**config.mk**
```make
export PLATFORM = sky130hd
export DESIGN_NAME = axi3_mem_subsystem
export DESIGN_NICKNAME = d
export VERILOG_FILES = /design/src/source/axi3_pkg.sv /design/src/source/axi3_mem_subsystem.sv /design/src/source/axi3_ram_target.sv /design/src/source/mem_rd_channel.sv /design/src/source/mem_wr_channel.sv
export VERILOG_INCLUDE_DIRS = /design/src /design/src/source
export SDC_FILE = /design/constraint.sdc
export NUM_CORES = 2
export LEC_CHECK = 0
export BUFFER_PORTS_ARGS = -buffer_cell sky130_fd_sc_hd__buf_2
export CAP_MARGIN = 20
export CORE_MARGIN = 1
export CORE_UTILIZATION = 55
export CTS_CLUSTER_DIAMETER = 150
export DETAILED_ROUTE_END_ITERATION = 6
export GPL_ROUTABILITY_DRIVEN = 1
export PLACE_DENSITY_LB_ADDON = 0.1
export SLEW_MARGIN = 20
export SYNTH_ARGS = -nofsm -noshare
export SYNTH_HDL_FRONTEND = slang
export SYNTH_SLANG_ARGS = --single-unit
```
**constraint.sdc**
```tcl
create_clock -name clk -period 3.77 [get_ports clk]
set_input_delay 0.5655 -clock clk [delete_from_list [all_inputs] [get_ports clk]]
set_output_delay 0.5655 -clock clk [all_outputs]
set_load 0.01 [all_outputs]
```
**src/source/axi3_bridge_config.svh**
```systemverilog
/*
 * Memory to AXI3 bridge configuration
 * Word geometry, address map of the target RAM and channel timeouts
 */
`ifndef AXI3_BRIDGE_CONFIG_SVH
`define AXI3_BRIDGE_CONFIG_SVH

// Word geometry
`define BRIDGE_DATA_BYTES      4
`define BRIDGE_WORD_ADDR_WID   8

// AXI side address map
`define BRIDGE_AXI_ADDR_WID    16
`define BRIDGE_BASE_ADDR       4096
`define BRIDGE_RAM_WORDS       128
// Words from here up to the end of the window are write-protected
`define BRIDGE_WP_START        96

// Cycles from acceptance before a forced ack
`define BRIDGE_WR_TIMEOUT      32
`define BRIDGE_RD_TIMEOUT      32

`endif
```
**src/source/axi3_pkg.sv**
```systemverilog
/*
 * AXI3 types for the memory bridge
 * Size, burst and response encodings plus the channel FSM states
 */
package axi3_pkg;

    // Bytes per beat, as log2
    typedef enum logic [2:0] {
        SIZE_1BYTE    = 3'd0,
        SIZE_2BYTES   = 3'd1,
        SIZE_4BYTES   = 3'd2,
        SIZE_8BYTES   = 3'd3,
        SIZE_16BYTES  = 3'd4,
        SIZE_32BYTES  = 3'd5,
        SIZE_64BYTES  = 3'd6,
        SIZE_128BYTES = 3'd7
    } axsize_t;

    typedef enum logic [1:0] {
        BURST_FIXED = 2'b00,
        BURST_INCR  = 2'b01,
        BURST_WRAP  = 2'b10
    } axburst_t;

    typedef enum logic [1:0] {
        RESP_OKAY   = 2'b00,
        RESP_EXOKAY = 2'b01,
        RESP_SLVERR = 2'b10,
        RESP_DECERR = 2'b11
    } axresp_t;

    // Shared by the read and write channels
    typedef enum logic [1:0] {
        ST_IDLE,
        ST_ISSUE,
        ST_WAIT_RESP,
        ST_DONE
    } chan_state_t;

    // Byte count must be a power of two
    function automatic axsize_t get_axsize(input int bytes);
        return axsize_t'($clog2(bytes));
    endfunction

endpackage : axi3_pkg

```
**src/source/axi3_mem_subsystem.sv**
```systemverilog
/*
 * Memory to AXI3 subsystem
 * Write and read channels bridging the memory ports onto an AXI3 RAM target
 */
`include "axi3_bridge_config.svh"

module axi3_mem_subsystem
    import axi3_pkg::*;
(
    input  logic                                clk,
    input  logic                                srst,
    // Memory write side
    input  logic                                wr_req,
    input  logic [`BRIDGE_WORD_ADDR_WID-1:0]    wr_addr,
    input  logic [`BRIDGE_DATA_BYTES*8-1:0]     wr_data,
    output logic                                wr_rdy,
    output logic                                wr_ack,
    output logic                                wr_err,
    // Memory read side
    input  logic                                rd_req,
    input  logic [`BRIDGE_WORD_ADDR_WID-1:0]    rd_addr,
    output logic                                rd_rdy,
    output logic                                rd_ack,
    output logic                                rd_err,
    output logic [`BRIDGE_DATA_BYTES*8-1:0]     rd_data
);
    // --------------------------------------------------
    // AXI3 bus
    // --------------------------------------------------
    logic                               awvalid;
    logic                               awready;
    logic [`BRIDGE_AXI_ADDR_WID-1:0]    awaddr;
    logic [3:0]                         awlen;
    axsize_t                            awsize;
    axburst_t                           awburst;
    logic                               wvalid;
    logic                               wready;
    logic [`BRIDGE_DATA_BYTES*8-1:0]    wdata;
    logic [`BRIDGE_DATA_BYTES-1:0]      wstrb;
    logic                               wlast;
    logic                               bvalid;
    logic                               bready;
    axresp_t                            bresp;
    logic                               arvalid;
    logic                               arready;
    logic [`BRIDGE_AXI_ADDR_WID-1:0]    araddr;
    logic [3:0]                         arlen;
    axsize_t                            arsize;
    axburst_t                           arburst;
    logic                               rvalid;
    logic                               rready;
    logic [`BRIDGE_DATA_BYTES*8-1:0]    rdata;
    axresp_t                            rresp;
    logic                               rlast;

    mem_wr_channel mem_wr_channel_inst (
        .clk, .srst,
        .wr_req, .wr_addr, .wr_data, .wr_rdy, .wr_ack, .wr_err,
        .awvalid, .awready, .awaddr, .awlen, .awsize, .awburst,
        .wvalid, .wready, .wdata, .wstrb, .wlast,
        .bvalid, .bready, .bresp
    );

    mem_rd_channel mem_rd_channel_inst (
        .clk, .srst,
        .rd_req, .rd_addr, .rd_rdy, .rd_ack, .rd_err, .rd_data,
        .arvalid, .arready, .araddr, .arlen, .arsize, .arburst,
        .rvalid, .rready, .rdata, .rresp, .rlast
    );

    axi3_ram_target axi3_ram_target_inst (
        .clk, .srst,
        .awvalid, .awready, .awaddr, .awlen, .awsize, .awburst,
        .wvalid, .wready, .wdata, .wstrb, .wlast,
        .bvalid, .bready, .bresp,
        .arvalid, .arready, .araddr, .arlen, .arsize, .arburst,
        .rvalid, .rready, .rdata, .rresp, .rlast
    );

endmodule : axi3_mem_subsystem

```
**src/source/axi3_ram_target.sv**
```systemverilog
/*
 * AXI3 RAM target
 * Single-beat target with a RAM window, a write-protected top region
 * and silent unmapped space above the window
 */
`include "axi3_bridge_config.svh"

module axi3_ram_target
    import axi3_pkg::*;
(
    input  logic                                clk,
    input  logic                                srst,
    // Write address
    input  logic                                awvalid,
    output logic                                awready,
    input  logic [`BRIDGE_AXI_ADDR_WID-1:0]     awaddr,
    input  logic [3:0]                          awlen,
    input  axsize_t                             awsize,
    input  axburst_t                            awburst,
    // Write data
    input  logic                                wvalid,
    output logic                                wready,
    input  logic [`BRIDGE_DATA_BYTES*8-1:0]     wdata,
    input  logic [`BRIDGE_DATA_BYTES-1:0]       wstrb,
    input  logic                                wlast,
    // Write response
    output logic                                bvalid,
    input  logic                                bready,
    output axresp_t                             bresp,
    // Read address
    input  logic                                arvalid,
    output logic                                arready,
    input  logic [`BRIDGE_AXI_ADDR_WID-1:0]     araddr,
    input  logic [3:0]                          arlen,
    input  axsize_t                             arsize,
    input  axburst_t                            arburst,
    // Read data
    output logic                                rvalid,
    input  logic                                rready,
    output logic [`BRIDGE_DATA_BYTES*8-1:0]     rdata,
    output axresp_t                             rresp,
    output logic                                rlast
);
    localparam int DATA_BYTES   = `BRIDGE_DATA_BYTES;
    localparam int ADDR_WID     = `BRIDGE_AXI_ADDR_WID;
    localparam int BYTE_SEL_WID = $clog2(DATA_BYTES);
    localparam int IDX_WID      = $clog2(`BRIDGE_RAM_WORDS);
    localparam logic [ADDR_WID-1:0] BASE      = ADDR_WID'(`BRIDGE_BASE_ADDR);
    localparam logic [ADDR_WID-1:0] WIN_BYTES = ADDR_WID'(`BRIDGE_RAM_WORDS * DATA_BYTES);
    localparam axsize_t WORD_SIZE = get_axsize(DATA_BYTES);

    logic [DATA_BYTES*8-1:0]    mem [`BRIDGE_RAM_WORDS];

    logic [ADDR_WID-1:0]        wr_off;
    logic [ADDR_WID-1:0]        rd_off;
    logic [IDX_WID-1:0]         wr_idx;
    logic [IDX_WID-1:0]         rd_idx;
    logic                       wr_mapped;
    logic                       rd_mapped;
    logic                       wr_prot;
    logic                       wr_accept;
    logic                       rd_accept;

    // --------------------------------------------------
    // Window decode
    // --------------------------------------------------
    assign wr_off    = awaddr - BASE;
    assign rd_off    = araddr - BASE;
    assign wr_mapped = (awaddr >= BASE) && (wr_off < WIN_BYTES);
    assign rd_mapped = (araddr >= BASE) && (rd_off < WIN_BYTES);
    assign wr_idx    = wr_off[BYTE_SEL_WID +: IDX_WID];
    assign rd_idx    = rd_off[BYTE_SEL_WID +: IDX_WID];
    assign wr_prot   = (int'(wr_idx) >= `BRIDGE_WP_START);

    // --------------------------------------------------
    // Write path
    // --------------------------------------------------
    // AW and W taken together while no B is pending
    assign awready   = wvalid && !bvalid;
    assign wready    = awvalid && !bvalid;
    assign wr_accept = awvalid && wvalid && !bvalid;

    always_ff @(posedge clk) begin
        if (srst) bvalid <= 1'b0;
        else if (wr_accept && wr_mapped) bvalid <= 1'b1;
        else if (bready) bvalid <= 1'b0;
    end

    always_ff @(posedge clk) begin
        if (wr_accept) bresp <= wr_prot ? RESP_SLVERR : RESP_OKAY;
    end

    // Per-byte write, protected words left unchanged
    always_ff @(posedge clk) begin
        if (wr_accept && wr_mapped && !wr_prot) begin
            for (int i = 0; i < DATA_BYTES; i++) begin
                if (wstrb[i]) mem[wr_idx][8*i +: 8] <= wdata[8*i +: 8];
            end
        end
    end

    // --------------------------------------------------
    // Read path
    // --------------------------------------------------
    assign arready   = !rvalid;
    assign rd_accept = arvalid && arready;

    always_ff @(posedge clk) begin
        if (srst) rvalid <= 1'b0;
        else if (rd_accept && rd_mapped) rvalid <= 1'b1;
        else if (rready) rvalid <= 1'b0;
    end

    always_ff @(posedge clk) begin
        if (rd_accept) rdata <= mem[rd_idx];
    end

    assign rresp = RESP_OKAY;
    assign rlast = rvalid;

    // Only single-beat word transfers reach this target
    assert property (@(posedge clk) disable iff (srst)
        wr_accept |-> awlen == '0 && wlast && awsize == WORD_SIZE && awburst == BURST_INCR);

    assert property (@(posedge clk) disable iff (srst)
        rd_accept |-> arlen == '0 && arsize == WORD_SIZE && arburst == BURST_INCR);

endmodule : axi3_ram_target

```
**src/source/mem_rd_channel.sv**
```systemverilog
/*
 * Memory read channel
 * Turns each accepted word read into one single-beat AXI3 read and
 * returns the data, or zero with an error on timeout
 */
`include "axi3_bridge_config.svh"

module mem_rd_channel
    import axi3_pkg::*;
(
    input  logic                                clk,
    input  logic                                srst,
    // Memory read side
    input  logic                                rd_req,
    input  logic [`BRIDGE_WORD_ADDR_WID-1:0]    rd_addr,
    output logic                                rd_rdy,
    output logic                                rd_ack,
    output logic                                rd_err,
    output logic [`BRIDGE_DATA_BYTES*8-1:0]     rd_data,
    // AXI3 read address
    output logic                                arvalid,
    input  logic                                arready,
    output logic [`BRIDGE_AXI_ADDR_WID-1:0]     araddr,
    output logic [3:0]                          arlen,
    output axsize_t                             arsize,
    output axburst_t                            arburst,
    // AXI3 read data
    input  logic                                rvalid,
    output logic                                rready,
    input  logic [`BRIDGE_DATA_BYTES*8-1:0]     rdata,
    input  axresp_t                             rresp,
    input  logic                                rlast
);
    localparam int AXI_ADDR_WID = `BRIDGE_AXI_ADDR_WID;
    localparam int BYTE_SEL_WID = $clog2(`BRIDGE_DATA_BYTES);
    localparam int TIMER_WID    = $clog2(`BRIDGE_RD_TIMEOUT + 1);
    localparam logic [AXI_ADDR_WID-1:0] AXI_BASE = AXI_ADDR_WID'(`BRIDGE_BASE_ADDR);

    chan_state_t            state;
    logic [TIMER_WID-1:0]   timer;
    logic                   accept;
    logic                   busy;
    logic                   timeout;
    logic                   r_hs;
    logic                   finish;

    assign accept  = rd_req && rd_rdy;
    assign busy    = (state == ST_ISSUE) || (state == ST_WAIT_RESP);
    assign timeout = busy && (timer == TIMER_WID'(`BRIDGE_RD_TIMEOUT - 1));
    assign r_hs    = rvalid && rready;
    assign finish  = r_hs || timeout;

    // --------------------------------------------------
    // Request capture and FSM
    // --------------------------------------------------
    always_ff @(posedge clk) begin
        if (srst) begin
            state <= ST_IDLE;
        end else begin
            case (state)
                ST_IDLE: if (accept) state <= ST_ISSUE;
                ST_ISSUE: begin
                    if (finish) state <= ST_DONE;
                    else if (!arvalid) state <= ST_WAIT_RESP;
                end
                ST_WAIT_RESP: if (finish) state <= ST_DONE;
                default: state <= ST_IDLE;
            endcase
        end
    end

    always_ff @(posedge clk) begin
        if (srst || !busy) timer <= '0;
        else timer <= timer + 1'b1;
    end

    always_ff @(posedge clk) begin
        if (accept) araddr <= AXI_BASE + (AXI_ADDR_WID'(rd_addr) << BYTE_SEL_WID);
    end

    always_ff @(posedge clk) begin
        if (srst) arvalid <= 1'b0;
        else if (accept) arvalid <= 1'b1;
        else if (arready || timeout) arvalid <= 1'b0;
    end

    assign arlen   = '0;
    assign arsize  = get_axsize(`BRIDGE_DATA_BYTES);
    assign arburst = BURST_INCR;

    // --------------------------------------------------
    // Data return
    // --------------------------------------------------
    assign rready = busy;

    // Zero-fill on timeout
    always_ff @(posedge clk) begin
        if (r_hs) begin
            rd_data <= rdata;
            rd_err  <= (rresp != RESP_OKAY);
        end else if (timeout) begin
            rd_data <= '0;
            rd_err  <= 1'b1;
        end
    end

    assign rd_rdy = (state == ST_IDLE);
    assign rd_ack = (state == ST_DONE);

    assert property (@(posedge clk) disable iff (srst)
        arvalid && !arready && !timeout |=> arvalid && $stable(araddr));

    // Target must close every single-beat read
    assert property (@(posedge clk) disable iff (srst) r_hs |-> rlast);

endmodule : mem_rd_channel

```
**src/source/mem_wr_channel.sv**
```systemverilog
/*
 * Memory write channel
 * Turns each accepted word write into one single-beat AXI3 write and
 * acks on the B response, or on timeout with an error
 */
`include "axi3_bridge_config.svh"

module mem_wr_channel
    import axi3_pkg::*;
(
    input  logic                                clk,
    input  logic                                srst,
    // Memory write side
    input  logic                                wr_req,
    input  logic [`BRIDGE_WORD_ADDR_WID-1:0]    wr_addr,
    input  logic [`BRIDGE_DATA_BYTES*8-1:0]     wr_data,
    output logic                                wr_rdy,
    output logic                                wr_ack,
    output logic                                wr_err,
    // AXI3 write address
    output logic                                awvalid,
    input  logic                                awready,
    output logic [`BRIDGE_AXI_ADDR_WID-1:0]     awaddr,
    output logic [3:0]                          awlen,
    output axsize_t                             awsize,
    output axburst_t                            awburst,
    // AXI3 write data
    output logic                                wvalid,
    input  logic                                wready,
    output logic [`BRIDGE_DATA_BYTES*8-1:0]     wdata,
    output logic [`BRIDGE_DATA_BYTES-1:0]       wstrb,
    output logic                                wlast,
    // AXI3 write response
    input  logic                                bvalid,
    output logic                                bready,
    input  axresp_t                             bresp
);
    localparam int AXI_ADDR_WID = `BRIDGE_AXI_ADDR_WID;
    localparam int BYTE_SEL_WID = $clog2(`BRIDGE_DATA_BYTES);
    localparam int TIMER_WID    = $clog2(`BRIDGE_WR_TIMEOUT + 1);
    localparam logic [AXI_ADDR_WID-1:0] AXI_BASE = AXI_ADDR_WID'(`BRIDGE_BASE_ADDR);

    chan_state_t            state;
    logic [TIMER_WID-1:0]   timer;
    logic                   accept;
    logic                   busy;
    logic                   timeout;
    logic                   b_hs;
    logic                   finish;

    assign accept  = wr_req && wr_rdy;
    assign busy    = (state == ST_ISSUE) || (state == ST_WAIT_RESP);
    assign timeout = busy && (timer == TIMER_WID'(`BRIDGE_WR_TIMEOUT - 1));
    assign b_hs    = bvalid && bready;
    assign finish  = b_hs || timeout;

    // --------------------------------------------------
    // Request capture and FSM
    // --------------------------------------------------
    always_ff @(posedge clk) begin
        if (srst) begin
            state <= ST_IDLE;
        end else begin
            case (state)
                ST_IDLE: if (accept) state <= ST_ISSUE;
                ST_ISSUE: begin
                    if (finish) state <= ST_DONE;
                    else if (!awvalid && !wvalid) state <= ST_WAIT_RESP;
                end
                ST_WAIT_RESP: if (finish) state <= ST_DONE;
                default: state <= ST_IDLE;
            endcase
        end
    end

    // Counts cycles since acceptance
    always_ff @(posedge clk) begin
        if (srst || !busy) timer <= '0;
        else timer <= timer + 1'b1;
    end

    // Byte address from base plus shifted word address
    always_ff @(posedge clk) begin
        if (accept) begin
            awaddr <= AXI_BASE + (AXI_ADDR_WID'(wr_addr) << BYTE_SEL_WID);
            wdata  <= wr_data;
        end
    end

    // AW and W each drop after their own handshake
    always_ff @(posedge clk) begin
        if (srst) begin
            awvalid <= 1'b0;
            wvalid  <= 1'b0;
        end else if (accept) begin
            awvalid <= 1'b1;
            wvalid  <= 1'b1;
        end else begin
            if (awready || timeout) awvalid <= 1'b0;
            if (wready || timeout) wvalid <= 1'b0;
        end
    end

    // Single-beat metadata
    assign awlen   = '0;
    assign awsize  = get_axsize(`BRIDGE_DATA_BYTES);
    assign awburst = BURST_INCR;
    assign wstrb   = '1;
    assign wlast   = 1'b1;

    // --------------------------------------------------
    // Response and ack
    // --------------------------------------------------
    assign bready = busy;

    always_ff @(posedge clk) begin
        if (b_hs) wr_err <= (bresp != RESP_OKAY);
        else if (timeout) wr_err <= 1'b1;
    end

    assign wr_rdy = (state == ST_IDLE);
    assign wr_ack = (state == ST_DONE);

    // AW payload holds until accepted or withdrawn
    assert property (@(posedge clk) disable iff (srst)
        awvalid && !awready && !timeout |=> awvalid && $stable(awaddr));

    assert property (@(posedge clk) disable iff (srst) wr_ack |=> !wr_ack);

endmodule : mem_wr_channel

```
==> qor.yml <==
worst_setup_path:
  end_kind: "flip-flop"
  cp_slowest_cell: "mux4_2"
  r2r_slack_ps: 140
  cp.arrival_ps: 4320
  crit_required_ps: 4460
  crit_chain: "buf_12, buf_12, buf_4, mux4_2, mux4_2, mux4_2, mux2_2"
  r2r_end: "axi3_ram_target_inst.rdata[24]$_DFFE_PP_"
  cp-start-kind: "flip-flop"
  reg2reg_depth: 7
  critPathKind: "reg -> reg"
  slowest_delay_ps: 630
  worstPathMaxFanout: 53
  worstReg2RegStart: "mem_rd_channel_inst.araddr[2]$_DFFE_PP_"
  path_common_cell: "mux4_2"
yosys:
  synth_edf_count: 4210
  ys_types: 36
  avgSynthCellArea_sq_um: 25.89
  async_flop_share: 0
  yosys_warnings: 0
  syn_inst: 6187
  synth_seq_area_share: 0.7921
  mappedNetlistArea_sq_mm: 0.1602
  ys_ff_latch: 4232
  yosys_most_used_dff: "edfxtp_1"
die:
  rows: 197
  die-width_um: 541.6
  die_y_um: 541.6
  io-pin-count: 90
  initial_core_util: 0.5544
  core_area_sq_mm: 0.2889
  die_area_sq_mm: 0.2934
grt:
  antenna_found_initial: 40
  grt-busiest-layer: "met2"
  grt.met2_usage: 0.4369
  grt_pass1_wl_um: 546300
  grt_pass1_vias: 74480
  grt-ovfl-total: 0
  gr-usage-all-layers: 0.2681
  global_route.usage.met1: 0.3810
  gr-usage-met3: 0.04757
  grt_max_degree: 129
drt:
  ant_nets: 0
  first_pass_iters: 5
  post_drt_wl_per_cell_um: 32.01
  via_per_inst: 6.111
  first_iter_violations: 9909
  remaining_drc_errors: 0
  drt-total-wl_um: 386700
  via_count: 73830
sta:
  skew_ps: 58.03
  worstMarginPinSlew_ps: 1164
  period_needed_ps: 3635
  fin_crit_sh: 0.9641
  hold_violations: 0
  slew-limit-headroom: 0.2238
  rsz0062_at_grt: "false"
  fmax_ghz: 0.2751
  setup_viol: 0
  tns_ps: 0
  slew_violations: 0
clock_network:
  clock_latency_ps: 960
  cts_max_level: 5
  clock_path_buffers: 4
  cts_sinks: 4232
  cts_root_buffer: "clkbuf_16"
  cts_tree: "built"
  cts_inserted_buffers: 420
  path_clk_slew_ps: 60
power_and_ir_drop:
  p_leak_nw: 61.16
  power_density_mw_per_mm2: 618.7
  peakVddDrop_mv: 0.8707
  power_w: 0.1161
cells_and_area:
  fin_nets: 7901
  final_util: 0.6495
  fill_cells: 18860
  syn2layout_area_growth_pct: 17.16
  layout-drive-gt1-share: 0.3088
min_path:
  hold_path.class: "in -> reg"
  whs_path_depth: 5
  hold_end: "mem_rd_channel_inst.state[1]$_SDFFE_PP0P_"
  hold_path_startpoint: "rd_req"
placement:
  portBuffers: 89
  place_congestion: 0.8085
  hpwl_um: 219700
flow_run:
  maxCapViolCount: 0
outcome:
  status: "finished clean"
==> kinds of logic (layout without fill, tap and decap cells) <==
family | Yosys count | in the layout | share of synthesized area
XOR/XNOR | 8 | 8 | 0.0004375
multiplexers | 1377 | 1377 | 0.1913
AND/OR/NAND/NOR | 211 | 211 | 0.006008
buffers and inverters | 330 | 1312 | 0.008586
adder cells (fa/ha/maj) | 11 | 11 | 0.0008593
AO/OA/AOI/OAI | 17 | 17 | 0.0006720
other | 1 | 1033 | 0.00002341
flip-flops | 4232 | 4232 | 0.7921
==> layout make-up <==
type | instances | area (sq um) | area share
Multi-Input combinational cell | 2648 | 36500 | 0.1945
Sequential cell | 4232 | 126900 | 0.6761
Timing Repair Buffer | 526 | 5981 | 0.03187
Clock buffer | 529 | 11140 | 0.05937
Antenna cell | 9 | 22.52 | 0.0001200
Inverter | 10 | 37.54 | 0.0002000
Clock inverter | 247 | 2238 | 0.01193
Tap cell | 3880 | 4855 | 0.02587
==> through the flow <==
step / worst slack, ps / area, sq um / hold slack, ps / std cells
2_1_floorplan: 641.3 / 164000 / 417.5 / 7210
3_3_place_gp: 135.1 / 173700 / 427.1 / 11250
3_5_place_dp: 110.5 / 173700 / 437.8 / 11250
4_1_cts: 101.4 / 187600 / 15.49 / 12070
5_1_grt: 14.42 / 187600 / 113.8 / 12080
6_report: 135.3 / 187600 / 86.91 / 12080
==> worst max path at each step <==
stage | from | end | slack (ps) | depth (start not counted)
floorplan | axi3_ram_target_inst.bvalid$_SDFFE_PP0P_ | axi3_ram_target_inst.mem[95][10]$_DFFE_PP_ | 640 | 6
finish | mem_rd_channel_inst.araddr[2]$_DFFE_PP_ | axi3_ram_target_inst.rdata[24]$_DFFE_PP_ | 140 | 7
global placement | mem_rd_channel_inst.araddr[2]$_DFFE_PP_ | axi3_ram_target_inst.rdata[24]$_DFFE_PP_ | 140 | 7
CTS | mem_rd_channel_inst.araddr[2]$_DFFE_PP_ | axi3_ram_target_inst.rdata[16]$_DFFE_PP_ | 100 | 7
detailed placement | mem_rd_channel_inst.araddr[2]$_DFFE_PP_ | axi3_ram_target_inst.rdata[24]$_DFFE_PP_ | 110 | 7
global route | mem_rd_channel_inst.araddr[2]$_DFFE_PP_ | axi3_ram_target_inst.rdata[24]$_DFFE_PP_ | 10 | 7
==> Yosys cell counts, types with 4 or more instances <==
| cell type | instances | share of area |
|---|---|---|
| nand2_1 | 23 | 0.00054 |
| nand2b_1 | 5 | 0.00020 |
| and3_1 | 36 | 0.0014 |
| xnor2_1 | 6 | 0.00033 |
| dfxtp_1 | 22 | 0.0027 |
| buf_1 | 31 | 0.00073 |
| clkbuf_1 | 196 | 0.0046 |
| nor2_1 | 117 | 0.0027 |
| ha_1 | 11 | 0.00086 |
| edfxtp_1 | 4210 | 0.79 |
| nor2b_1 | 8 | 0.00031 |
| mux4_2 | 1344 | 0.19 |
| inv_1 | 10 | 0.00023 |
| nand3_1 | 9 | 0.00028 |
| and2_1 | 4 | 0.00016 |
| mux2_2 | 32 | 0.0022 |
| a21oi_1 | 8 | 0.00025 |
| buf_2 | 88 | 0.0027 |
==> critical path, delay by kind of cell, from the launching register on <==
family / cells / cell delay [ps]
muxes: 4 / 2020
DFF: 1 / 450
buffers and inverters: 3 / 850
==> layout by cell type (no fill, tap or decap), drive strengths merged, types with 6 or more instances in the layout <==
cell,count
mux2,32
bufinv,34
clkbuf,529
nand3,9
conb,1024
diode,9
ha,11
mux4,1344
clkinvlp,8
a21oi,8
xnor2,6
nor2b,8
clkinv,196
inv,19
nor2,117
edfxtp,4210
nand2,23
dfxtp,22
and3,36
buf,476
dlygate4sd3,50
==> state kept, by name, indices dropped and copies added, names as in the netlist, 2 cells and up <==
register	flops
axi3_ram_target_inst.rdata	32
mem_wr_channel_inst.awaddr	8
mem_wr_channel_inst.timer	6
mem_wr_channel_inst.wdata	32
mem_rd_channel_inst.araddr	8
mem_rd_channel_inst.rd_data	32
mem_rd_channel_inst.timer	6
mem_rd_channel_inst.state	2
mem_wr_channel_inst.state	2
axi3_ram_target_inst.mem	4096
==> per-layer routing <==
layer	vias to the layer above	wire length [um]	part of all wire
li1	29540	-	-
met1	40270	149200	0.39
met2	3445	192100	0.50
met3	565	35350	0.091
met4	16	9904	0.026
met5	-	113	0.00029
==> where the power goes <==
part	total (W)	switching, W	internal [W]
logic	0.0189	0.0108	0.00806
clock network	0.0406	0.0174	0.0232
registers	0.0566	0.000690	0.0559
total	0.116	0.0289	0.0872
==> what timing repair did <==
action,CTS,global route
setup buffers,0,0
hold endpoints to repair,53,0
gates resized for setup,0,0
hold buffers,50,0
Note: power is estimated with default switching activity, not from simulation.
